**src/logic/pid_ctrl_config.svh**
```systemverilog
`ifndef PID_CTRL_CONFIG_SVH
`define PID_CTRL_CONFIG_SVH

////////////////////////////////////////
// channel counts
////////////////////////////////////////

`define N_ADC       6   // adc input channels
`define N_DAC       8   // dac output channels

////////////////////////////////////////
// datapath widths
////////////////////////////////////////

`define W_ADC       18  // adc sample width
`define W_PID       18  // pid result width
`define W_DAC_DATA  16  // dac code width
`define W_DAC_CHS   3   // dac channel index width
`define W_SRC       3   // router source index width
`define W_OSM       3   // oversample mode width

// pid sum is scaled down by this many bits before saturation
`define PID_SHIFT   8

// dac8568 serial frame
`define W_FRAME     32  // bits per frame
`define DAC_CMD     3   // write input register n and update n

`endif
```
**src/logic/pid_pkg.sv**
```systemverilog
`include "pid_ctrl_config.svh"

package pid_pkg;

	typedef logic signed [`W_ADC-1:0] adc_word_t; // one adc sample

	// raw parallel samples, one strobe per channel
	typedef struct packed {
		logic [`N_ADC-1:0]        valid;
		adc_word_t [`N_ADC-1:0]   sample;
	} adc_bus_t;

	// pid result word as carried through the router
	typedef struct packed {
		logic                     lock;  // lock enable of the source channel
		logic                     valid;
		logic signed [`W_PID-1:0] data;
	} pid_sample_t;

	// pid settings, shared by all six cores
	typedef struct packed {
		logic signed [15:0]       setpoint;
		logic signed [15:0]       p_coef;
		logic signed [15:0]       i_coef;
		logic signed [15:0]       d_coef;
		logic [`W_OSM-1:0]        osm;        // log2 of oversample ratio
		logic [`N_ADC-1:0]        lock_mask;  // one lock bit per channel
	} pid_cfg_t;

	// one router output
	typedef struct packed {
		logic                     active;
		logic [`W_SRC-1:0]        src;   // pid channel feeding this output
	} route_t;

	// output preprocessor settings
	typedef struct packed {
		logic [`W_DAC_DATA-1:0]   out_min;
		logic [`W_DAC_DATA-1:0]   out_max;
		logic [`W_DAC_DATA-1:0]   out_init;  // code while unlocked
		logic signed [7:0]        mult;      // gain on the routed correction
	} opp_cfg_t;

	typedef struct packed {
		pid_cfg_t                 pid;
		route_t [`N_DAC-1:0]      routes;
		opp_cfg_t                 opp;
	} ctrl_cfg_t;

	// one dac write
	typedef struct packed {
		logic [`W_DAC_CHS-1:0]    chan;
		logic [`W_DAC_DATA-1:0]   data;
	} dac_cmd_t;

endpackage

```
**src/logic/dac_controller.sv**
```systemverilog
`include "pid_ctrl_config.svh"

module dac_controller import pid_pkg::*; (
	input  logic     clk50,
	input  logic     rst,
	input  dac_cmd_t cmd,
	input  logic     cmd_valid,
	output logic     nsync,
	output logic     sclk,    // clk50 / 2 while nsync is low
	output logic     din,
	output logic     done     // one cycle after the frame gap
);

	localparam int N_HALF = 2 * `W_FRAME;      // sclk half periods per frame
	localparam int W_CNT  = $clog2(N_HALF);
	localparam int N_GAP  = 2;                 // nsync high cycles before done

	typedef enum logic [1:0] {IDLE, SHIFT, GAP} state_t;

	state_t              state;
	logic [W_CNT-1:0]    cnt;
	logic [`W_FRAME-1:0] frame;     // bits still to go, msb next
	logic [`W_FRAME-1:0] frame_w;

	// 0000 | cmd | address | data | 0000
	assign frame_w = {4'b0, 4'(`DAC_CMD), 4'(cmd.chan), cmd.data, 4'b0};

	////////////////////////////////////////
	// frame sequencer
	////////////////////////////////////////

	always_ff @(posedge clk50) begin
		if (rst) begin
			state <= IDLE;
			cnt   <= '0;
			nsync <= 1'b1;
			sclk  <= 1'b0;
			din   <= 1'b0;
			done  <= 1'b0;
		end else begin
			done <= 1'b0;
			case (state)
				IDLE: begin
					if (cmd_valid) begin
						nsync <= 1'b0;
						sclk  <= 1'b1;                  // first bit goes out with sclk high
						din   <= frame_w[`W_FRAME-1];
						frame <= frame_w << 1;
						cnt   <= '0;
						state <= SHIFT;
					end
				end
				SHIFT: begin
					if (cnt == W_CNT'(N_HALF - 1)) begin
						nsync <= 1'b1;   // frame complete
						sclk  <= 1'b0;
						din   <= 1'b0;
						cnt   <= '0;
						state <= GAP;
					end else begin
						cnt  <= cnt + 1'b1;
						sclk <= ~sclk;
						if (!sclk) begin                  // rising sclk, next bit
							din   <= frame[`W_FRAME-1];
							frame <= frame << 1;
						end
					end
				end
				GAP: begin
					cnt <= cnt + 1'b1;
					if (cnt == W_CNT'(N_GAP - 1)) begin
						done  <= 1'b1;
						cnt   <= '0;
						state <= IDLE;
					end
				end
				default: state <= IDLE;
			endcase
		end
	end

endmodule

```
**config.mk**
```make
export PLATFORM = sky130hd
export DESIGN_NAME = dac_controller
export DESIGN_NICKNAME = d
export VERILOG_FILES = /design/src/logic/pid_pkg.sv /design/src/logic/dac_controller.sv
export VERILOG_INCLUDE_DIRS = /design/src /design/src/logic
export SDC_FILE = /design/constraint.sdc
export NUM_CORES = 1
export LEC_CHECK = 0
export ABC_AREA = 1
export ABC_CLOCK_PERIOD_IN_PS = 2450
export BUFFER_PORTS_ARGS = -buffer_cell sky130_fd_sc_hd__buf_2
export CORE_ASPECT_RATIO = 0.6
export CORE_MARGIN = 5
export CORE_UTILIZATION = 35
export DETAILED_ROUTE_END_ITERATION = 12
export PLACE_DENSITY = 0.55
export SKIP_CTS_REPAIR_TIMING = 1
export SLEW_MARGIN = 15
export SYNTH_ARGS = -nofsm -noshare
export SYNTH_HDL_FRONTEND = slang
export SYNTH_SLANG_ARGS = --single-unit
```
**constraint.sdc**
```tcl
create_clock -name clk50 -period 2.45 [get_ports clk50]
set_input_delay 0.245 -clock clk50 [delete_from_list [all_inputs] [get_ports clk50]]
set_output_delay 0.245 -clock clk50 [all_outputs]
set_load 0.01 [all_outputs]
```
==> impl_metrics.ini <==
[cts]
cts-root-buf = clkbuf_8
worstSkewPairLatency_ps = 280
cts_tree = built
cts_buffers = 5
htree_levels = 2
clkSlewWorstSetupHoldPaths_ps = 70
ctsLongestPathBuffers = 2
clkSinkCount = 39

[final_layout]
stdcell_count = 306
drive_gt1_share_pct = 21.3
layout_common_cells = 79 x nand2_1, 27 x edfxtp_1, 25 x buf_2
final_nets = 268
n_antenna_cell = 0
layout_commonest_cell = nand2_1
area_delta_synth_final_pct = 17.5
n_fill_cell = 516

[floorplanning]
die_height_um = 66.2
die_w_um = 104
dieArea_um2 = 6860
initial_core_util_pct = 36.3
coreArea_um2 = 5080
top_level_ports = 26
num_rows = 20

[detailed_routing]
drt_pass1_iterations = 5
route.detailed.drc = 0
ant_nets = 0
wl_mm = 3.51
routed-via-count = 1328
via_per_inst = 4.34
routedWlPerCell_um = 11.5
first_iter_violations = 71

[sta]
worst_slack_ps = 588
tightestPinTransition_ps = 569
setup_viol = 0
rsz0062_at_grt = false
fin_crit_sh_pct = 76.0
min_period_ps = 1860
drv_slew = 0
skew_ps = 2.37
setup_tns_ps = 0
slew_headroom_pct = 62.0
fmaxAchievable_ghz = 0.537
hold_viol_final = 0

[grt]
grt.total_usage_pct = 10.8
grt_pass1_vias = 1248
grt_max_degree = 28
antenna_found_initial = 0
grt_pass1_wl_mm = 5.88
grt_overflow_total = 0

[pwr]
power.leakage_nw = 1.00
p_total_mw = 2.37
p_per_area_nw_per_um2 = 1090
switching_share_pct = 34.9
p_clk_share_pct = 22.0
combPwrFrac_pct = 33.7
p_sw_uw = 827
p_seq_share_pct = 44.3
ir_drop_mv = 0.381
p_int_mw = 1.54

[placement]
gp_congestion = 0.805
dp_hpwl_mm = 2.54
placedCellCount = 298
post-place-ws_ps = 595
io_buffer_count = 25

[yosys]
yosysSeqAreaShare_pct = 57.0
ys_types = 22
yosys_warnings = 0
synth_fp_nets = 237
avgSynthCellArea_um2 = 8.86
synth-seq-cells = 39
syn_area_um2 = 1840
synthCells = 208

[critical_path]
cp-start-kind = flop
critPathCaptureType = flop
arrival_ps = 1820
crit_fanout = 27
path_class = flop to flop
required_ps = 2410

[job]
cap_violations = 0

[min_path]
hold_class = primary input to flop

[status]
status = complete, no violations
## worst paths after layout
check | cells after the start | slack [ps] | from | end
max | 8 | 590 | state[0]$_SDFFE_PP0P_ | frame[10]$_DFFE_PP_
min | 2 | 200 | rst | din$_SDFFE_PP0P_
max reg2reg | 8 | 590 | state[0]$_SDFFE_PP0P_ | frame[10]$_DFFE_PP_
min reg2reg | 2 | 480 | nsync$_SDFFE_PP1P_ | nsync$_SDFFE_PP1P_
## per-stage QoR
stage	utilization [%]	hold slack, ps	instance area [µm²]
6_report	42.6	195	2170
5_1_grt	42.6	189	2170
4_1_cts	42.6	185	2170
3_5_place_dp	40.5	471	2060
3_3_place_gp	40.5	472	2060
2_1_floorplan	-	314	1850
## per-layer routing
metal / track usage, % / wire (µm)
met5: 0 / 0
met4: 3.88 / 19
met3: 3.90 / 229
met2: 13.9 / 1370
met1: 16.2 / 1900
## registers in the layout, indices dropped and copies added (netlist names)
register  cells
frame        27
cnt           6
state         2
din           1
done          1
nsync         1
sclk          1
## critical path: stages, from the launching register on
cell and delay [ps]:
dfxtp_1 370, inv_1 110, ha_1 230, nand2_2 100, o21ai_0 120, inv_1 70, nand3_1 100, nor2_2 90
buf_4 320
## cells in the mapped netlist
| library cell | number | area, µm² |
|---|---|---|
| inv_2 | 1 | 3.75 |
| o21ai_0 | 5 | 25.0 |
| o21ai_1 | 2 | 10.0 |
| a21oi_2 | 1 | 8.76 |
| a21oi_1 | 6 | 30.0 |
| buf_2 | 2 | 10.0 |
| or2_2 | 2 | 12.5 |
| ha_1 | 7 | 87.6 |
| inv_1 | 24 | 90.1 |
| nand3_1 | 10 | 50.1 |
| nand2_2 | 5 | 31.3 |
| xor2_1 | 2 | 17.5 |
| nor2_1 | 14 | 52.6 |
| dfxtp_1 | 12 | 240 |
| nand2_4 | 1 | 11.3 |
| edfxtp_1 | 27 | 811 |
| nor2_2 | 2 | 12.5 |
| clkbuf_1 | 2 | 7.51 |
| buf_4 | 1 | 7.51 |
| nand3_2 | 2 | 20.0 |
| nand2_1 | 79 | 297 |
| o211ai_1 | 1 | 7.51 |
## final cells by class
class	instances	area, µm²	share of cell area (%)
Tap cell	66	82.6	3.81
Timing Repair Buffer	29	155	7.16
Clock inverter	3	38.8	1.79
Clock buffer	5	68.8	3.18
Inverter	25	93.8	4.33
Sequential cell	39	1050	48.5
Multi-Input combinational cell	139	676	31.2
## power groups by stage
| stage | combinational, mW | clock, mW | sequential [mW] |
|---|---|---|---|
| 6_report | 0.798 | 0.522 | 1.05 |
| 3_5_place_dp | 0.803 | 0 | 1.06 |
| 4_1_cts | 0.808 | 0.539 | 1.05 |
| 5_1_grt | 0.930 | 0.576 | 1.07 |
| 2_1_floorplan | 0.580 | 0 | 1.05 |
| 3_3_place_gp | 0.818 | 0 | 1.06 |
## logic make-up (layout without fill, tap and decap cells)
group                      count (synthesis)  count (layout)  synth area share [%]
buffers and inverters                     30              62                  6.45
xor gates and xnor gates                   2               2                 0.951
DFF                                       39              39                  57.0
and+or+nand+nor                          115             115                  26.4
adders and majority gates                  7               7                  4.75
AOI/OAI and AO/OA                         15              15                  4.41
Power figures use the tool's default switching activity.
