<file path="config.mk">
export PLATFORM = sky130hd
export DESIGN_NAME = output_preprocessor
export DESIGN_NICKNAME = d
export VERILOG_FILES = /design/src/logic/pid_pkg.sv /design/src/logic/output_preprocessor.sv
export VERILOG_INCLUDE_DIRS = /design/src /design/src/logic
export SDC_FILE = /design/constraint.sdc
export NUM_CORES = 1
export LEC_CHECK = 0
export BUFFER_PORTS_ARGS = -buffer_cell sky130_fd_sc_hd__buf_2
export CORE_ASPECT_RATIO = 0.9
export CORE_MARGIN = 3
export CORE_UTILIZATION = 60
export DETAILED_ROUTE_END_ITERATION = 10
export HOLD_SLACK_MARGIN = 0.06
export PLACE_DENSITY = 0.81
export SLEW_MARGIN = 0
export SYNTH_ARGS = -nofsm -noshare
export SYNTH_HDL_FRONTEND = slang
export SYNTH_SLANG_ARGS = --single-unit
</file>
<file path="constraint.sdc">
create_clock -name clk50 -period 8.95 [get_ports clk50]
set_input_delay 0.895 -clock clk50 [delete_from_list [all_inputs] [get_ports clk50]]
set_output_delay 0.895 -clock clk50 [all_outputs]
set_load 0.02 [all_outputs]
</file>
<file path="src/logic/pid_ctrl_config.svh">
`ifndef PID_CTRL_CONFIG_SVH
`define PID_CTRL_CONFIG_SVH

////////////////////////////////////////
// channel counts
////////////////////////////////////////

`define N_ADC       6   // adc input channels
`define N_DAC       8   // dac output channels

////////////////////////////////////////
// datapath widths
////////////////////////////////////////

`define W_ADC       18  // adc sample width
`define W_PID       18  // pid result width
`define W_DAC_DATA  16  // dac code width
`define W_DAC_CHS   3   // dac channel index width
`define W_SRC       3   // router source index width
`define W_OSM       3   // oversample mode width

// pid sum is scaled down by this many bits before saturation
`define PID_SHIFT   8

// dac8568 serial frame
`define W_FRAME     32  // bits per frame
`define DAC_CMD     3   // write input register n and update n

`endif
</file>
<file path="src/logic/pid_pkg.sv">
`include "pid_ctrl_config.svh"

package pid_pkg;

	typedef logic signed [`W_ADC-1:0] adc_word_t; // one adc sample

	// raw parallel samples, one strobe per channel
	typedef struct packed {
		logic [`N_ADC-1:0]        valid;
		adc_word_t [`N_ADC-1:0]   sample;
	} adc_bus_t;

	// pid result word as carried through the router
	typedef struct packed {
		logic                     lock;  // lock enable of the source channel
		logic                     valid;
		logic signed [`W_PID-1:0] data;
	} pid_sample_t;

	// pid settings, shared by all six cores
	typedef struct packed {
		logic signed [15:0]       setpoint;
		logic signed [15:0]       p_coef;
		logic signed [15:0]       i_coef;
		logic signed [15:0]       d_coef;
		logic [`W_OSM-1:0]        osm;        // log2 of oversample ratio
		logic [`N_ADC-1:0]        lock_mask;  // one lock bit per channel
	} pid_cfg_t;

	// one router output
	typedef struct packed {
		logic                     active;
		logic [`W_SRC-1:0]        src;   // pid channel feeding this output
	} route_t;

	// output preprocessor settings
	typedef struct packed {
		logic [`W_DAC_DATA-1:0]   out_min;
		logic [`W_DAC_DATA-1:0]   out_max;
		logic [`W_DAC_DATA-1:0]   out_init;  // code while unlocked
		logic signed [7:0]        mult;      // gain on the routed correction
	} opp_cfg_t;

	typedef struct packed {
		pid_cfg_t                 pid;
		route_t [`N_DAC-1:0]      routes;
		opp_cfg_t                 opp;
	} ctrl_cfg_t;

	// one dac write
	typedef struct packed {
		logic [`W_DAC_CHS-1:0]    chan;
		logic [`W_DAC_DATA-1:0]   data;
	} dac_cmd_t;

endpackage

</file>
<file path="src/logic/output_preprocessor.sv">
`include "pid_ctrl_config.svh"

module output_preprocessor import pid_pkg::*; (
	input  logic                   clk50,
	input  logic                   rst,
	input  logic                   update,
	input  opp_cfg_t               cfg,
	input  pid_sample_t            in_sample,
	output logic                   valid,
	output logic [`W_DAC_DATA-1:0] code
);

	localparam int W_MULT = 8;
	localparam int W_ACC  = `W_PID + W_MULT + 2;   // code plus scaled step

	opp_cfg_t                 cfg_q;
	logic signed [W_ACC-1:0]  step;
	logic signed [W_ACC-1:0]  sum;
	logic signed [W_ACC-1:0]  lo;
	logic signed [W_ACC-1:0]  hi;
	logic [`W_DAC_DATA-1:0]   code_next;

	assign step = in_sample.data * cfg_q.mult;      // signed gain
	assign sum  = $signed({1'b0, code}) + step;     // integrate onto the code
	assign lo   = $signed({1'b0, cfg_q.out_min});
	assign hi   = $signed({1'b0, cfg_q.out_max});

	// clamp to [min, max]
	always_comb begin
		if (sum > hi)
			code_next = cfg_q.out_max;
		else if (sum < lo)
			code_next = cfg_q.out_min;
		else
			code_next = sum[`W_DAC_DATA-1:0];
	end

	always_ff @(posedge clk50) begin
		if (rst) begin
			cfg_q <= '0;
			valid <= 1'b0;
			code  <= '0;
		end else begin
			if (update)
				cfg_q <= cfg;
			valid <= in_sample.valid;
			if (in_sample.valid)
				code <= in_sample.lock ? code_next : cfg_q.out_init; // unlocked goes to init
		end
	end

endmodule

</file>
==> impl_metrics.json <==
{
  "num_rows": 43,
  "cpMaxStageDelayCell": "dfxtp_1",
  "cts_buffers": 9,
  "synth_warnings": 0,
  "period_share": 0.840,
  "syn_nets": 1333,
  "start_kind": "register",
  "drtIter0Drc": 361,
  "post_cts_buffers": 0,
  "cts.sinks": 73,
  "vdd_drop_max_mv": 0.189,
  "dp_cells": 1290,
  "max_cap_violations": 0,
  "pwr-share-clk": 0.176,
  "gp_congestion": 0.927,
  "wire_per_inst_um": 17.1,
  "pwr-share-seq": 0.170,
  "fin_setup_tns_ps": 0,
  "yosysSeqAreaShare": 0.151,
  "synth_area_um2": 9650,
  "period_needed_ps": 7520,
  "finalNonFillerCells": 1306,
  "antenna_cells": 0,
  "ff2ff_setup_slack_ps": 1430,
  "ys_types": 67,
  "grt_max_degree": 74,
  "cp_num_cells": 27,
  "syn_to_final_growth_pct": 9.29,
  "fin_skew_ps": 9.09,
  "timing.hold.ws_ps": 496,
  "p_int_mw": 1.23,
  "fmax_mhz": 133,
  "required_ps": 9130,
  "initial_core_util": 0.618,
  "overflow": 0,
  "p_sw_mw": 1.07,
  "synthFlopType": "dfxtp_1",
  "core_um2": 15600,
  "crit_end": "code[14]",
  "maxSlewHeadroom": 0.354,
  "cp-startpoint": "cfg_q[0]",
  "layout_common_cells": "inv_1 (159), fa_1 (133), nor2_1 (118), buf_2 (95), ha_1 (92)",
  "finalPower_mw": 2.30,
  "hpwl_mm": 18.4,
  "hold_path.class": "register to register",
  "p_leak_nw": 5.43,
  "antenna_found_initial": 0,
  "final_common_cell": "inv_1",
  "worstSetupEndpointType": "register",
  "regToRegStartpoint": "cfg_q[0]",
  "final_core_util": 0.676,
  "ys_seq_elements": 73,
  "die_w_um": 140,
  "place_ws_ps": 1130,
  "max-clock-path-buffers": 2,
  "critPathMaxFanout": 19,
  "grt_pass1_wl_mm": 38.4,
  "netSwitchingFraction": 0.465,
  "crit_buf_inv": 3,
  "drv_slew": 0,
  "cts_resized": 0,
  "clk_latency_ps": 340,
  "drc": 0,
  "slowest_delay_ps": 830,
  "cts-root-buf": "clkbuf_16",
  "fin_area_um2": 10500,
  "path_clk_slew_ps": 60,
  "grt_pass1_vias": 7543,
  "fin_ws_ps": 1430,
  "die_h_um": 126,
  "drive_above_1_share": 0.139,
  "synth_cells": 1029,
  "cts-hold-fix-buffers": 0,
  "drt_wl_total_mm": 22.3,
  "setup_viol": 0,
  "post_dp_cell_area_um2": 10200,
  "r2r-end": "code[14]",
  "cp_top_family": "adder cells",
  "final_net_count": 1403,
  "worstSetupPathType": "register to register",
  "max_slew.worst_pin.slew_ps": 968,
  "die_area_um2": 17600,
  "synth_edf_count": 0,
  "via_per_inst": 5.68,
  "combPwrFrac": 0.654,
  "cts_tree": "yes",
  "p_per_area_nw_per_um2": 218,
  "gr-usage-all-layers": 0.266,
  "ios": 96,
  "final_hold_viol_count": 0,
  "synthArstFlopShare": 0,
  "reg2reg_depth": 27,
  "dr.pass1.iters": 5,
  "portBuffers": 95,
  "ant_nets": 0,
  "status": "complete, no violations",
  "min-delay-start": "cfg_q[30]",
  "route.vias.total": 7412,
  "cp.arrival_ps": 7690,
  "syn_area_per_cell_um2": 9.38,
  "htree_levels": 3,
  "rsz0062_at_grt": "false"
}
per-layer routing:
metal | up-vias | GRT usage | share of wire
li1 | 3500 | - | -
met3 | 34 | 0.0482 | 0.071
met4 | 0 | 0.0422 | 0.011
met1 | 3608 | 0.404 | 0.47
met2 | 270 | 0.408 | 0.45
met5 | - | 0 | 0
synth_stat cells (3+ instances only):
cell | number | share of area
inv_1 | 159 | 0.062
fa_1 | 133 | 0.28
nor2_1 | 118 | 0.046
ha_1 | 92 | 0.12
and2_1 | 82 | 0.053
dfxtp_1 | 73 | 0.15
mux2i_1 | 73 | 0.076
nand2_1 | 66 | 0.026
clkbuf_1 | 23 | 0.0089
a21oi_1 | 17 | 0.0088
a211o_1 | 16 | 0.015
xnor2_1 | 13 | 0.012
a21o_1 | 12 | 0.0093
a221oi_2 | 12 | 0.019
buf_1 | 9 | 0.0035
nand3_1 | 9 | 0.0047
o21ai_0 | 8 | 0.0042
nand4_1 | 7 | 0.0045
xor2_1 | 7 | 0.0064
nand2b_1 | 6 | 0.0039
o21a_1 | 6 | 0.0047
a21oi_2 | 5 | 0.0045
a221oi_1 | 5 | 0.0045
and3_1 | 5 | 0.0032
a211oi_1 | 4 | 0.0031
nor3_1 | 4 | 0.0021
o211ai_1 | 4 | 0.0031
a21boi_0 | 3 | 0.0023
a31oi_1 | 3 | 0.0019
buf_6 | 3 | 0.0035
nor2b_1 | 3 | 0.0019
nor4_1 | 3 | 0.0019
worst reg2reg max path, stage by stage, from the launching register on:
cell       delay [ps]
dfxtp_1           830
nand2_1           180
fa_1              520
inv_1              50
fa_1              470
ha_1              340
fa_1              530
ha_1              300
ha_1              180
inv_1              60
fa_1              390
and2b_1           250
o2111ai_2         140
nand2_1           140
nand2_1            70
o21ai_0           150
a21oi_1           100
xnor2_1           340
ha_1              330
nand2_1            80
nor2_1             40
a2111oi_0         410
o31ai_1           130
a21boi_0          290
nand3_2           170
a21oi_2           440
buf_4             310
a221oi_2           90
worst min path at each step:
| stage | depth (start not counted) | endpoint | slack, ps |
|---|---|---|---|
| global placement | 2 | cfg_q[37] | 480 |
| global route | 2 | cfg_q[23] | 530 |
| CTS | 2 | cfg_q[28] | 500 |
| detailed placement | 2 | cfg_q[17] | 480 |
| finish | 2 | cfg_q[30] | 500 |
| floorplan | 2 | code[0] | 450 |
final cells by class:
class                           count  area, um^2
Inverter                          159         597
Multi-Input combinational cell    757        7390
Clock inverter                      6        97.6
Fill cell                        1246        5060
Tap cell                          202         253
Clock buffer                       10         239
Sequential cell                    73        1460
Timing Repair Buffer               99         505
state kept, by name, indices dropped and copies added (netlist names):
name   count
valid      1
cfg_q     56
code      16
power by group through the flow:
stage | combinational, mW | clock [mW] | sequential (mW)
after CTS | 1.50 | 0.404 | 0.390
after global routing | 1.70 | 0.419 | 0.394
after detailed placement | 1.49 | 0 | 0.397
after floorplan | 1.18 | 0 | 0.388
after global placement | 1.46 | 0 | 0.397
final | 1.51 | 0.404 | 0.391
cell families after synthesis:
kind of cell               count (synthesis)  synth area share
and+or+nand+nor                          313             0.160
adders and majority gates                225             0.395
buffers and inverters                    199            0.0825
AOI/OAI and AO/OA                        124             0.114
muxes                                     74            0.0769
DFF                                       73             0.151
xor gates and xnor gates                  21            0.0198
No activity file was read; power rests on OpenSTA's default activity.
