## src/logic/pid_ctrl_config.svh

```systemverilog
`ifndef PID_CTRL_CONFIG_SVH
`define PID_CTRL_CONFIG_SVH

////////////////////////////////////////
// channel counts
////////////////////////////////////////

`define N_ADC       6   // adc input channels
`define N_DAC       8   // dac output channels

////////////////////////////////////////
// datapath widths
////////////////////////////////////////

`define W_ADC       18  // adc sample width
`define W_PID       18  // pid result width
`define W_DAC_DATA  16  // dac code width
`define W_DAC_CHS   3   // dac channel index width
`define W_SRC       3   // router source index width
`define W_OSM       3   // oversample mode width

// pid sum is scaled down by this many bits before saturation
`define PID_SHIFT   8

// dac8568 serial frame
`define W_FRAME     32  // bits per frame
`define DAC_CMD     3   // write input register n and update n

`endif
```

## src/logic/pid_pkg.sv

```systemverilog
`include "pid_ctrl_config.svh"

package pid_pkg;

	typedef logic signed [`W_ADC-1:0] adc_word_t; // one adc sample

	// raw parallel samples, one strobe per channel
	typedef struct packed {
		logic [`N_ADC-1:0]        valid;
		adc_word_t [`N_ADC-1:0]   sample;
	} adc_bus_t;

	// pid result word as carried through the router
	typedef struct packed {
		logic                     lock;  // lock enable of the source channel
		logic                     valid;
		logic signed [`W_PID-1:0] data;
	} pid_sample_t;

	// pid settings, shared by all six cores
	typedef struct packed {
		logic signed [15:0]       setpoint;
		logic signed [15:0]       p_coef;
		logic signed [15:0]       i_coef;
		logic signed [15:0]       d_coef;
		logic [`W_OSM-1:0]        osm;        // log2 of oversample ratio
		logic [`N_ADC-1:0]        lock_mask;  // one lock bit per channel
	} pid_cfg_t;

	// one router output
	typedef struct packed {
		logic                     active;
		logic [`W_SRC-1:0]        src;   // pid channel feeding this output
	} route_t;

	// output preprocessor settings
	typedef struct packed {
		logic [`W_DAC_DATA-1:0]   out_min;
		logic [`W_DAC_DATA-1:0]   out_max;
		logic [`W_DAC_DATA-1:0]   out_init;  // code while unlocked
		logic signed [7:0]        mult;      // gain on the routed correction
	} opp_cfg_t;

	typedef struct packed {
		pid_cfg_t                 pid;
		route_t [`N_DAC-1:0]      routes;
		opp_cfg_t                 opp;
	} ctrl_cfg_t;

	// one dac write
	typedef struct packed {
		logic [`W_DAC_CHS-1:0]    chan;
		logic [`W_DAC_DATA-1:0]   data;
	} dac_cmd_t;

endpackage

```

## src/logic/pid_core.sv

```systemverilog
`include "pid_ctrl_config.svh"

module pid_core import pid_pkg::*; (
	input  logic        clk50,
	input  logic        rst,
	input  logic        update,
	input  pid_cfg_t    cfg,
	input  logic        lock,     // this channel's bit of the lock mask
	input  logic        valid,
	input  adc_word_t   sample,
	output pid_sample_t result
);

	localparam int W_COEF = 16;
	localparam int W_ERR  = `W_ADC + 1;          // setpoint minus sample
	localparam int W_INT  = 32;                  // integral register
	localparam int W_ACC  = W_COEF + W_INT + 2;  // three products summed
	localparam logic signed [W_ACC-1:0] OUT_MAX = 2 ** (`W_PID - 1) - 1;
	localparam logic signed [W_ACC-1:0] OUT_MIN = -(2 ** (`W_PID - 1));

	logic signed [W_COEF-1:0] setpoint_q;
	logic signed [W_COEF-1:0] p_q;
	logic signed [W_COEF-1:0] i_q;
	logic signed [W_COEF-1:0] d_q;
	logic                     lock_q;
	logic signed [W_ERR-1:0]  err;
	logic signed [W_ERR-1:0]  prev_err;
	logic signed [W_ERR:0]    deriv;
	logic signed [W_INT-1:0]  integ;
	logic signed [W_INT-1:0]  integ_next;
	logic signed [W_ACC-1:0]  acc;
	logic signed [W_ACC-1:0]  scaled;
	logic signed [`W_PID-1:0] sat;
	logic                     res_lock;
	logic                     res_valid;
	logic signed [`W_PID-1:0] res_data;

	////////////////////////////////////////
	// correction term
	////////////////////////////////////////

	assign err        = setpoint_q - sample;
	assign integ_next = integ + err;    // wraps at 32 bits
	assign deriv      = err - prev_err;
	assign acc        = p_q * err + i_q * integ_next + d_q * deriv;
	assign scaled     = acc >>> `PID_SHIFT;

	// clip to the signed result range
	always_comb begin
		if (scaled > OUT_MAX)
			sat = OUT_MAX[`W_PID-1:0];
		else if (scaled < OUT_MIN)
			sat = OUT_MIN[`W_PID-1:0];
		else
			sat = scaled[`W_PID-1:0];
	end

	always_ff @(posedge clk50) begin
		if (rst) begin
			setpoint_q <= '0;
			p_q        <= '0;
			i_q        <= '0;
			d_q        <= '0;
			lock_q     <= 1'b0;
			integ      <= '0;
			prev_err   <= '0;
			res_lock   <= 1'b0;
			res_valid  <= 1'b0;
		end else begin
			if (update) begin         // shadow copy
				setpoint_q <= cfg.setpoint;
				p_q        <= cfg.p_coef;
				i_q        <= cfg.i_coef;
				d_q        <= cfg.d_coef;
				lock_q     <= lock;
			end
			res_valid <= valid;   // one cycle behind the filter
			if (valid)
				res_lock <= lock_q;
			if (!lock_q) begin
				integ    <= '0;     // unlocked core holds no history
				prev_err <= '0;
			end else if (valid) begin
				integ    <= integ_next;
				prev_err <= err;
			end
		end
	end

	always_ff @(posedge clk50) begin
		if (valid)
			res_data <= lock_q ? sat : '0;
	end

	assign result = '{lock: res_lock, valid: res_valid, data: res_data};

endmodule

```

## config.mk

```make
export PLATFORM = sky130hd
export DESIGN_NAME = pid_core
export DESIGN_NICKNAME = d
export VERILOG_FILES = /design/src/logic/pid_pkg.sv /design/src/logic/pid_core.sv
export VERILOG_INCLUDE_DIRS = /design/src /design/src/logic
export SDC_FILE = /design/constraint.sdc
export NUM_CORES = 2
export LEC_CHECK = 0
export BUFFER_PORTS_ARGS = -buffer_cell sky130_fd_sc_hd__buf_2
export CAP_MARGIN = 20
export CORE_UTILIZATION = 60
export DETAILED_ROUTE_END_ITERATION = 12
export GPL_TIMING_DRIVEN = 1
export PLACE_DENSITY = 0.83
export RECOVER_POWER = 25
export SLEW_MARGIN = 5
export SYNTH_ARGS = -nofsm -noshare
export SYNTH_HDL_FRONTEND = slang
export SYNTH_SLANG_ARGS = --single-unit
export TNS_END_PERCENT = 20
```

## constraint.sdc

```tcl
create_clock -name clk50 -period 40.2 [get_ports clk50]
set_input_delay 0 -clock clk50 [delete_from_list [all_inputs] [get_ports clk50]]
set_output_delay 0 -clock clk50 [all_outputs]
set_load 0.01 [all_outputs]
```

==> flow_metrics.env <==
export IMPL_violations="max-capacitance violations, max-slew violations"
export IMPL_clock_sinks=136
export IMPL_maxSlewViolCount=335
export IMPL_hp_class="in2reg"
export IMPL_ctsHoldBuffers=66
export IMPL_setup_tns_ps=0
export IMPL_start_util_pct=60.5
export IMPL_synthArstFlopShare_pct=0
export IMPL_numCtsBuffers=17
export IMPL_instances_no_fill=6799
export IMPL_track_usage_pct=33.3
export IMPL_die_h_um=295
export IMPL_max_stage_delay_ps=720
export IMPL_critPathSlowestCell="a2111oi_0"
export IMPL_mostFrequentLayoutCell="inv_1"
export IMPL_cap_violations=10
export IMPL_outcome="complete, but fails checks"
export IMPL_io_pins=116
export IMPL_dp_hpwl_mm=111
export IMPL_crit_type="reg2reg"
export IMPL_tightest_slew_ps=1910
export IMPL_cts_resized=0
export IMPL_syn2layout_area_growth_pct=6.15
export IMPL_ys_ff_latch=136
export IMPL_max_freq_mhz=61.9
export IMPL_ant_nets=0
export IMPL_routabilityCongestion=1.03
export IMPL_worst_skew_pair_late_latency_ps=520
export IMPL_vias_per_cell=5.61
export IMPL_fin_nets=7360
export IMPL_port_buffers=106
export IMPL_register_area_sq_mm=0.00291
export IMPL_setup_viol_count_final=0
export IMPL_grt_pass1_vias=42674
export IMPL_fp_coreArea_sq_mm=0.0851
export IMPL_htreeDepth=4
export IMPL_cts_tree="built"
export IMPL_ys_warn_count=0
export IMPL_path_buf_inv=7
export IMPL_first_iter_violations=2589
export IMPL_arrival_ps=16360
export IMPL_die_x_um=295
export IMPL_route_vias_total=38159
export IMPL_die_area_sq_mm=0.0870
export IMPL_multi_input_area_sq_mm=0.0425
export IMPL_place_inst=6698
export IMPL_grt_first_pass_wirelength_mm=223
export IMPL_ys_types=75
export IMPL_synth_edf_count=18
export IMPL_critPathLaunchType="register"
export IMPL_cp_required_ps=40400
export IMPL_wl_per_cell_um=19.8
export IMPL_cpLargestDelayFamily="compound AO/OA/AOI/OAI gates"
export IMPL_synth_top_area_share_pct=51.4
export IMPL_syn_avg_cell_area_sq_um=9.20
export IMPL_relSlewSlack_pct=-27.4
export IMPL_hold_viol=0
export IMPL_syn_nets=7316
export IMPL_mostFrequentLayoutCells="1459 x inv_1, 1322 x fa_1, 698 x nand2_1"
export IMPL_antenna_cells=0
export IMPL_root_buffer="clkbuf_16"
export IMPL_endpoint_kind="register"
export IMPL_grt_max_degree=69
export IMPL_fin_util_pct=64.2
export IMPL_synth_ff_type="dfxtp_1"
export IMPL_crit_top_cell="fa_1"
export IMPL_drc_errors=0
export IMPL_rsz0062_at_grt="false"
export IMPL_drt_total_wl_mm=134
export IMPL_overflow=0
export IMPL_finalCritPeriodShare_pct=40.2
export IMPL_num_rows=107
export IMPL_drt_first_pass_iters=8
export IMPL_period_minus_slack_ps=16160
export IMPL_post_cts_buffers=0
export IMPL_synth_top_cell_by_area="fa_1"
export IMPL_antenna_found_initial=4
export IMPL_netlist_top_cells_area="fa_1 51%, inv_1 11%, ha_1 7.3%"
export IMPL_path_clk_slew_ps=70
export IMPL_synthCells=5599
export IMPL_synth_area_sq_mm=0.0515
export IMPL_skew_ps=28.2
export IMPL_drive_gt1_share_pct=4.76
export IMPL_ys_seq_area_share_pct=5.63
export IMPL_clk_path_buf_depth=2
export IMPL_worstPathMaxFanout=19
export IMPL_fill_cells=6636
## kinds of logic (layout without fill, tap and decap cells)
logic type	count (synthesis)	count (layout)	share of synthesized area, %
compound gates	314	314	4.11
mux	114	114	2.21
fa+ha+maj	1621	1621	58.6
flops	136	136	5.63
buf+inv	1693	1749	12.4
simple gates	1605	1605	15.1
xor+xnor	116	116	1.97
## flip-flops by register name, indices dropped and copies added (netlist names)
signal	flops
res_data	18
res_lock	1
res_valid	1
prev_err	19
setpoint_q	16
integ	32
d_q	16
lock_q	1
i_q	16
p_q	16
## cell usage after synthesis, types with 12 or more instances
library cell  count
a211oi_1         12
a21o_1           38
a21oi_1          91
and2_1          440
and3_1           19
clkbuf_1        217
dfxtp_1         118
edfxtp_1         18
fa_1           1322
ha_1            299
inv_1          1459
mux2i_1         114
nand2_1         698
nand2b_1         42
nand3_1          21
nor2_1          228
nor2b_1          52
nor3_1           27
o21ai_0          58
o221ai_1         14
or3_1            15
xnor2_1          79
xor2_1           37
## metrics by stage
step           instance area (sq um)  hold WS [ps]  setup WS, ps
5_1_grt                        54700           123         23070
3_5_place_dp                   53500           241         24420
4_1_cts                        54700          80.6         24270
6_report                       54700          96.6         24040
3_3_place_gp                   53400           234         24690
2_1_floorplan                  51500           112         26700
## final timing paths
check | startpoint | to | slack (ps) | cells after the start
worst max-delay path | setpoint_q[0]$_SDFFE_PP0P_ | res_data[6]$_SDFFCE_PN0P_ | 24040 | 48
worst min-delay path | update | d_q[2]$_SDFFE_PP0P_ | 100 | 3
worst max register to register | setpoint_q[0]$_SDFFE_PP0P_ | res_data[6]$_SDFFCE_PN0P_ | 24040 | 48
worst min register to register | prev_err[18]$_SDFFE_PP0P_ | prev_err[18]$_SDFFE_PP0P_ | 490 | 2
## layer usage
| layer | global-route usage [%] | vias to the layer above | routed length, um |
|---|---|---|---|
| li1 | - | 16326 | - |
| met3 | 8.64 | 456 | 13900 |
| met2 | 56.0 | 1867 | 66300 |
| met1 | 40.2 | 19508 | 47700 |
| met4 | 15.2 | 2 | 6570 |
| met5 | 0 | - | 9 |
## worst register-to-register path, delay by kind of cell (launching register included)
kind / cells / cell delay (ps)
AOI/OAI and AO/OA: 20 / 6370
xor gates and xnor gates: 1 / 80
adders and majority gates: 13 / 5960
buffers and inverters: 7 / 570
DFF: 1 / 320
muxes: 1 / 180
and+or+nand+nor: 6 / 2400
## final cells by class
type / instances / share of cell area, %
Tap cell: 1144 / 2.62
Inverter: 1460 / 10.0
Clock inverter: 13 / 0.245
Clock buffer: 18 / 0.824
Sequential cell: 136 / 5.31
Timing Repair Buffer: 258 / 3.31
Multi-Input combinational cell: 3770 / 77.7
Power is left out: the tool's default activity adds up to more than one toggle a clock period on the data nets, which glitch-free logic cannot reach.
