File: src/logic/pid_ctrl_config.svh
`ifndef PID_CTRL_CONFIG_SVH
`define PID_CTRL_CONFIG_SVH

////////////////////////////////////////
// channel counts
////////////////////////////////////////

`define N_ADC       6   // adc input channels
`define N_DAC       8   // dac output channels

////////////////////////////////////////
// datapath widths
////////////////////////////////////////

`define W_ADC       18  // adc sample width
`define W_PID       18  // pid result width
`define W_DAC_DATA  16  // dac code width
`define W_DAC_CHS   3   // dac channel index width
`define W_SRC       3   // router source index width
`define W_OSM       3   // oversample mode width

// pid sum is scaled down by this many bits before saturation
`define PID_SHIFT   8

// dac8568 serial frame
`define W_FRAME     32  // bits per frame
`define DAC_CMD     3   // write input register n and update n

`endif
File: src/logic/pid_pkg.sv
`include "pid_ctrl_config.svh"

package pid_pkg;

	typedef logic signed [`W_ADC-1:0] adc_word_t; // one adc sample

	// raw parallel samples, one strobe per channel
	typedef struct packed {
		logic [`N_ADC-1:0]        valid;
		adc_word_t [`N_ADC-1:0]   sample;
	} adc_bus_t;

	// pid result word as carried through the router
	typedef struct packed {
		logic                     lock;  // lock enable of the source channel
		logic                     valid;
		logic signed [`W_PID-1:0] data;
	} pid_sample_t;

	// pid settings, shared by all six cores
	typedef struct packed {
		logic signed [15:0]       setpoint;
		logic signed [15:0]       p_coef;
		logic signed [15:0]       i_coef;
		logic signed [15:0]       d_coef;
		logic [`W_OSM-1:0]        osm;        // log2 of oversample ratio
		logic [`N_ADC-1:0]        lock_mask;  // one lock bit per channel
	} pid_cfg_t;

	// one router output
	typedef struct packed {
		logic                     active;
		logic [`W_SRC-1:0]        src;   // pid channel feeding this output
	} route_t;

	// output preprocessor settings
	typedef struct packed {
		logic [`W_DAC_DATA-1:0]   out_min;
		logic [`W_DAC_DATA-1:0]   out_max;
		logic [`W_DAC_DATA-1:0]   out_init;  // code while unlocked
		logic signed [7:0]        mult;      // gain on the routed correction
	} opp_cfg_t;

	typedef struct packed {
		pid_cfg_t                 pid;
		route_t [`N_DAC-1:0]      routes;
		opp_cfg_t                 opp;
	} ctrl_cfg_t;

	// one dac write
	typedef struct packed {
		logic [`W_DAC_CHS-1:0]    chan;
		logic [`W_DAC_DATA-1:0]   data;
	} dac_cmd_t;

endpackage

File: src/logic/oversample_filter.sv
`include "pid_ctrl_config.svh"

module oversample_filter import pid_pkg::*; (
	input  logic              clk50,
	input  logic              rst,
	input  logic              update,      // load osm shadow, restart block
	input  logic [`W_OSM-1:0] osm,         // block length is 2^osm
	input  logic              valid,
	input  adc_word_t         sample,
	output logic              out_valid,
	output adc_word_t         out_sample
);

	localparam int MAX_OSM = (1 << `W_OSM) - 1;  // largest shift
	localparam int W_SUM   = `W_ADC + MAX_OSM;   // room for 2^MAX_OSM samples
	localparam int W_CNT   = MAX_OSM + 1;

	logic [`W_OSM-1:0]       osm_q;       // shadowed mode
	logic [W_CNT-1:0]        count;       // samples taken in this block
	logic [W_CNT-1:0]        last_count;
	logic signed [W_SUM-1:0] sum;
	logic signed [W_SUM-1:0] sum_next;
	logic signed [W_SUM-1:0] avg;
	logic                    block_end;

	assign last_count = (W_CNT'(1) << osm_q) - W_CNT'(1);
	assign sum_next   = sum + sample;           // sign extended to W_SUM
	assign avg        = sum_next >>> osm_q;     // power of two average
	assign block_end  = valid && !update && (count == last_count);

	////////////////////////////////////////
	// accumulator and block counter
	////////////////////////////////////////

	always_ff @(posedge clk50) begin
		if (rst) begin
			osm_q     <= '0;
			count     <= '0;
			sum       <= '0;
			out_valid <= 1'b0;
		end else begin
			out_valid <= 1'b0;
			if (update) begin
				osm_q <= osm;
				count <= '0;   // new block starts with the new mode
				sum   <= '0;
			end else if (valid) begin
				if (block_end) begin
					count     <= '0;
					sum       <= '0;
					out_valid <= 1'b1;
				end else begin
					count <= count + 1'b1;
					sum   <= sum_next;
				end
			end
		end
	end

	// averaged sample, held until the next block
	always_ff @(posedge clk50) begin
		if (block_end)
			out_sample <= avg[`W_ADC-1:0];
	end

endmodule

File: config.mk
export PLATFORM = sky130hd
export DESIGN_NAME = oversample_filter
export DESIGN_NICKNAME = d
export VERILOG_FILES = /design/src/logic/pid_pkg.sv /design/src/logic/oversample_filter.sv
export VERILOG_INCLUDE_DIRS = /design/src /design/src/logic
export SDC_FILE = /design/constraint.sdc
export NUM_CORES = 1
export LEC_CHECK = 0
export BUFFER_PORTS_ARGS = -buffer_cell sky130_fd_sc_hd__buf_2
export CELL_PAD_IN_SITES_DETAIL_PLACEMENT = 1
export CELL_PAD_IN_SITES_GLOBAL_PLACEMENT = 1
export CORE_AREA = 2 2 106 97
export CTS_CLUSTER_SIZE = 8
export DETAILED_ROUTE_END_ITERATION = 10
export DIE_AREA = 0 0 108 99
export MAX_ROUTING_LAYER = met4
export PLACE_DENSITY_LB_ADDON = 0.08
export SYNTH_ARGS = -nofsm -noshare
export SYNTH_HDL_FRONTEND = slang
export SYNTH_SLANG_ARGS = --single-unit
File: constraint.sdc
create_clock -name clk50 -period 8.9 [get_ports clk50]
set_input_delay 1.78 -clock clk50 [delete_from_list [all_inputs] [get_ports clk50]]
set_output_delay 1.78 -clock clk50 [all_outputs]
set_load 0.005 [all_outputs]
==> results of run 1 <==
==> worst min path at each step <==
stage | endpoint | slack, ps
after CTS | sum[9] | 480
final | sum[14] | 480
after global routing | sum[9] | 500
after detailed placement | sum[4] | 470
after global placement | sum[21] | 460
after floorplan | sum[13] | 450
==> metrics by stage <==
stage / hold slack (ps) / instance area, um^2 / cells
after CTS: 485 / 5080 / 658
final: 482 / 5080 / 658
after detailed placement: 469 / 4960 / 650
after floorplan: 449 / 4790 / 515
after global placement: 458 / 4960 / 650
after global routing: 504 / 5080 / 658
==> state kept, by name, indices dropped and copies added, names as in the netlist <==
| register | flops |
|---|---|
| osm_q | 3 |
| out_sample | 18 |
| out_valid | 1 |
| sum | 25 |
| count | 8 |
==> placed cells by master, fill, tap and decap left out, types with 17 or more instances in the layout <==
cell type and count:
mux2i_1 17, nand3_1 35, nand2b_1 28, a21oi_1 52
dfxtp_1 37, ha_1 26, nand2_1 24, xor2_1 19
buf_2 43, nor2_1 35, xnor2_1 20, edfxtp_1 18
mux4_2 19
==> cells by family (layout without fill, tap and decap cells) <==
group,Yosys count,after routing
AND/OR/NAND/NOR,172,172
adder cells (fa/ha/maj),27,27
buffers and inverters,48,65
multiplexers,43,43
flip-flops,55,55
XOR/XNOR,39,39
AO/OA/AOI/OAI,131,131
==> per-layer routing <==
layer / wire length [um] / share of wire (%) / up-vias / GRT usage (%)
met2: 6280 / 47 / 77 / 42.1
met3: 428 / 3.2 / 15 / 2.71
met1: 6360 / 48 / 1962 / 35.9
met4: 199 / 1.5 / 0 / 5.92
met5: 0 / 0 / - / -
li1: - / - / 1963 / -
==> worst register-to-register path: stages, from the launching register on <==
cell and delay (ps):
dfxtp_1 1040, inv_1 720, nand2_1 280, ha_1 350, xor2_1 230, o2bb2ai_1 130
xor2_1 150, nor3_1 300, nand3_1 160, inv_1 550
==> power groups by stage <==
stage          Combinational [W]  Clock (W)  Sequential [W]
2_1_floorplan           0.000188          0        0.000282
3_3_place_gp            0.000233          0        0.000285
3_5_place_dp            0.000240          0        0.000285
4_1_cts                 0.000243   0.000174        0.000279
5_1_grt                 0.000266   0.000182        0.000280
6_report                0.000244   0.000169        0.000279
==> area by class of cell <==
cell class	instances	area (um^2)	area share [%]
clock buffer	6	93.8	1.85
clock inverter	2	17.5	0.345
inverter	11	41.3	0.813
multi-input combinational	412	3250	64.0
sequential	55	1280	25.2
tap	126	158	3.11
timing repair buffer	46	238	4.68
==> results by group, run 1 <==
Worst setup path
  • Setup crit end: out_sample[14]
  • Critical path buffers and inverters: 1
  • R2R Setup Slk: 4630 ps
  • Slowest cell on the critical path: mux4_2
  • Crit path capture type: register
  • Reg2Reg Depth: 9
  • Crit path depth: 10
  • WP data arrival: 4650 ps
  • Crit Path Class: input port to register
  • CP cell instances: buf_2, ha_1, fa_1, a211o_1, a211o_4, a311o_1, mux2i_4, nor2_1, mux4_2, mux2_4
  • FF-to-FF Start: osm_q[0]
  • CP delay by family, top: compound AO/OA/AOI/OAI gates
  • Crit path from: sample[0]
  • Max incr delay on CP: 490 ps
  • Crit Reg-Reg Endpoint: out_sample[4]
  • Worst path required time: 8990 ps
  • Critical path fanouts, max: 7
  • Startpoint types: input port

Detailed routing
  • DRC: 0
  • Total number of vias: 4017
  • Routed WL: 13300 um
  • Avg WL per Cell: 20.2 um
  • Detail Route Antenna Nets: 0
  • Vias per cell: 6.10
  • First-pass DRT Iterations: 4
  • Starting DRT DRC Count: 232

Timing
  • Final clock skew: 14.1 ps
  • RSZ-0062 raised after global routing: false
  • Final setup fails: 0
  • Crit share post-route: 51.2%
  • Fin crit period: between 4000 and 5000 ps
  • Actual slew at the worst max-slew pin: around 1100 ps
  • Final Hold Fails: 0
  • Slack of the critical path: 4340 ps
  • Final Max Slew Viols: 0
  • TNS Setup: 0 ps
  • Slew margin rel.: 28.9%
  • Fmax: 0.219 GHz

Global route
  • Total gr overflow: 0
  • Vias in the first global route: roughly 4.1k
  • Initial antenna violation count: 0
  • First-pass GRT wire length: 21500 um
  • GRT Total Usage: 26.2%
  • Largest net degree at the start of global routing: about 60

Logic synthesis
  • Mux share of post-synthesis cell area: 14.8%
  • Asr flop ratio synth: 0%
  • Post-synth EDFFs: 18
  • Cell variety after synth: 77
  • Top_reg_cell synth: dfxtp_1
  • Synth Area in XOR/XNOR: 7.13%
  • Area contributors post-synth: dfxtp_1 (15%), edfxtp_1 (11%), mux4_2 (8.9%), ha_1 (6.8%), a21oi_1 (5.4%)
  • Area fraction of the dominant cell type after synthesis: approximately 15%
  • Avg Cell Area, Syn: 9.30 um^2
  • Seq cells post-synth: 55
  • Syn. warnings: 0
  • Post-Syn Area: 4790 um^2
  • Simple-gate share of the synthesized area: 19.1%
  • Syn Nets: 567
  • Largest family of logic cells by synthesized area: compound AO/OA/AOI/OAI gates
  • Synth Area in Adders: between 7 and 8%
  • Leading area contributor after synthesis: dfxtp_1
  • Post-synthesis sequential area ratio: 26.7%
  • Most frequent cell after synthesis: a21oi_1
  • Synth cell count leaders: a21oi_1 (52), dfxtp_1 (37), nand3_1 (35), nor2_1 (35), nand2b_1 (28)
  • Compound-Gate Fraction of Synth Area: 19.6%
  • Cells after synthesis: between 500 and 600

CTS
  • CTS tree: done
  • Clock tree buffer depth: 2
  • CTS sink count: 55
  • Root cell of the clock tree: clkbuf_8
  • Clk_lat worst skew: 330 ps
  • H-tree depth: 2
  • Post-CTS Setup Bufs: 0
  • CTS resizes: 0
  • Hold Buf Count CTS: 0
  • Cts bufs inserted: 5
  • Worst-path clk slew: around 110 ps

Cells and area
  • Layout cells sized above 1: 19.0%
  • Filler cells: 1114
  • Area grow syn2layout: 5.95%
  • Final net count: 583
  • Core Util, Final: 53.0%
  • Ant. Diodes: 0

Floorplanning
  • Initial Util: 50.1%
  • Row count: 34
  • Die W: 108 um
  • Die H: 99 um
  • Core area: 9570 um^2
  • Ports: 44
  • Die Area: about 11000 um^2

Power
  • Cell Int Power: 0.000451 W
  • Sequential share of power: 40.3%
  • Comb power frac: 35.3%
  • Tot Pwr: between 0.0006 and 0.0007 W
  • Switching Fraction: 34.8%
  • Sw Pwr: ~0.00024 W
  • P_leak: 2.03 nW
  • Power Dens Cells: between 100 and 150 nW/um^2
  • Peak supply drop: ~0.000067 V
  • Clock power share: 24.4%

Run
  • Number of max-cap violations: 0

Place
  • Post-DP HPWL: 9720 um
  • Worst slack at placement: approximately 4000 ps
  • GPL Wtd Cong: 0.887
  • # port buffers: 43

Hold path
  • Hold Crit Class: register to register
  • Hold path startpoint: sum[14]
  • Hold Path Depth: 2

Run status
  • Run status: complete, no violations
(Power assumes the default switching activity.)
==> inputs of run 2 (changes only) <==
--- a/config.mk
+++ b/config.mk
@@ -9,10 +9,10 @@
 export BUFFER_PORTS_ARGS = -buffer_cell sky130_fd_sc_hd__buf_2
 export CELL_PAD_IN_SITES_DETAIL_PLACEMENT = 1
 export CELL_PAD_IN_SITES_GLOBAL_PLACEMENT = 1
-export CORE_AREA = 2 2 106 97
+export CORE_AREA = 2 2 110 101
 export CTS_CLUSTER_SIZE = 8
 export DETAILED_ROUTE_END_ITERATION = 10
-export DIE_AREA = 0 0 108 99
+export DIE_AREA = 0 0 112 103
 export MAX_ROUTING_LAYER = met4
 export PLACE_DENSITY_LB_ADDON = 0.08
 export SYNTH_ARGS = -nofsm -noshare
==> constraint.sdc (replaced) <==
create_clock -name clk50 -period 4.24 [get_ports clk50]
set_input_delay 0.848 -clock clk50 [delete_from_list [all_inputs] [get_ports clk50]]
set_output_delay 0.848 -clock clk50 [all_outputs]
set_load 0.005 [all_outputs]
==> results by group, run 2 (synthesized netlist as in run 1, its figures left out) <==
Floorplanning
  • Initial Util: 45.5%
  • Row count: 36
  • Ports: 44
  • Die Area: 11500 um^2
  • Die W: around 110 um
  • Die H: between 100 and 150 um
  • Core area: about 11000 um^2

Worst setup path
  • Critical path buffers and inverters: 1
  • R2R Setup Slk: approximately 960 ps
  • Critical path fanouts, max: 7
  • Max incr delay on CP: ~480 ps
  • Crit path depth: 10
  • Crit Path Class: input port to register
  • CP cell instances: buf_2, ha_1, fa_1, a211o_1, a211o_4, a311o_1, mux2i_4, nor2_1, mux4_2, mux2_4
  • Startpoint types: input port
  • CP delay by family, top: compound AO/OA/AOI/OAI gates
  • Crit Reg-Reg Endpoint: out_sample[14]
  • Reg2Reg Depth: 9
  • FF-to-FF Start: sum[0]
  • WP data arrival: 3680 ps
  • Slowest cell on the critical path: mux4_2
  • Crit path capture type: register
  • Worst path required time: between 4000 and 5000 ps

Timing
  • Actual slew at the worst max-slew pin: ~710 ps
  • Fmax: roughly 0.28 GHz
  • Fin crit period: 3620 ps
  • Crit share post-route: 85.3%
  • Final setup fails: 0
  • Slew margin rel.: 52.3%
  • TNS Setup: 0 ps
  • Final clock skew: 12.9 ps
  • RSZ-0062 raised after global routing: false
  • Final Hold Fails: 0
  • Final Max Slew Viols: 0
  • Hold slack final: 479 ps

CTS
  • Hold Buf Count CTS: 0
  • Worst-path clk slew: approximately 80 ps
  • H-tree depth: 2
  • Root cell of the clock tree: clkbuf_16
  • Clock tree buffer depth: 2
  • Cts bufs inserted: 5
  • CTS sink count: 55
  • Clk_lat worst skew: around 310 ps
  • CTS resizes: 0
  • Post-CTS Setup Bufs: 0
  • CTS tree: done

Run
  • Number of max-cap violations: 0

Cells and area
  • Largest Register: sum
  • Filler cells: between 1k and 1.5k
  • Final net count: roughly 600
  • Register area: approximately 1300 um^2
  • Area grow syn2layout: 7.81%
  • Multi-input gate area in the final layout: between 3000 and 4000 um^2
  • Ant. Diodes: 0
  • Layout cells sized above 1: just under 20%
  • Largest register FFs: 25
  • Commonest non-fill, non-tap cell in the layout: a21oi_1
  • Commonest non-fill, non-tap cells in the layout: a21oi_1 (52), buf_2 (43), dfxtp_1 (37), nor2_1 (35), nand3_1 (35)
  • Largest regs: sum: 25 flops, out_sample: 18 flops, count: 8 flops

Place
  • # port buffers: 43
  • GPL Wtd Cong: 0.828
  • Post-DP HPWL: around 10000 um

Detailed routing
  • Vias per cell: 6.12
  • Avg WL per Cell: between 15 and 20 um
  • First-pass DRT Iterations: 4
  • Total number of vias: 4098
  • DRC: 0
  • Routed WL: 13300 um
  • Starting DRT DRC Count: approximately 210
  • Detail Route Antenna Nets: 0

Hold path
  • Hold Crit Class: register to register
  • Worst Hold Path EP: sum[9]
  • Hold Path Depth: 2
  • Hold path startpoint: sum[9]

Global route
  • Initial antenna violation count: 0
  • Total gr overflow: 0
  • GRT Total Usage: roughly 24%
  • First-pass GRT wire length: 22100 um
  • Largest net degree at the start of global routing: 58
  • Vias in the first global route: slightly above 4k

Power
  • Peak supply drop: 0.000200 V
  • Power Dens Cells: approximately 300 nW/um^2
  • P_leak: approximately 2.1 nW

Run status
  • Run status: complete, no violations
## run 2: changes by cell type in the layout (fill, tap and decap cells not counted)
cell	before	now
inv_6	1	0
buf_4	3	8
inv_4	0	1
clkbuf_8	5	1
clkbuf_16	1	5
## run 2: per-layer routing
metal / vias to the layer above / routed length [um] / GRT usage, %
met2: 79 / 6290 / 40.4
li1: 1975 / - / -
met3: 22 / 433 / 2.94
met5: - / 0 / -
met4: 0 / 267 / 6.29
met1: 2022 / 6260 / 32.3
## run 2: power breakdown
part	internal, W	switching [W]
combinational	0.000222	0.000292
clock	0.000238	0.000212
sequential	0.000572	0.0000124
## run 2: how the worst max path moves through the flow
stage	slack, ps	endpoint	start
CTS	620	out_sample[15]	sample[0]
finish	620	out_sample[14]	sample[0]
global route	490	out_sample[14]	sample[0]
detailed placement	300	out_sample[14]	sample[0]
floorplan	570	out_sample[14]	sample[0]
global placement	360	out_sample[14]	sample[0]
## run 2: worst min-delay path, delay by kind of cell (launching register included)
family          cells  cell delay [ps]
compound gates      1               50
flops               1              320
simple gates        1               70
## run 2: metrics by stage
step	total power [W]	cells	area (um^2)	utilization, %	setup WS, ps
after floorplan	0.000987	515	4790	-	570
after CTS	0.00156	670	5160	49.0	621
final	0.00155	670	5160	49.0	624
after detailed placement	0.00111	662	5010	47.5	304
after global routing	0.00164	670	5160	49.0	494
after global placement	0.00109	662	5010	47.5	358
## run 2: final cells by class
type / instances / share of cell area (%)
multi-input cells: 412 / 62.9
repair buffers: 51 / 5.33
inverters: 11 / 0.799
clock buffers: 6 / 2.69
well taps: 133 / 3.22
clock inverters: 2 / 0.291
flip-flops and latches: 55 / 24.8
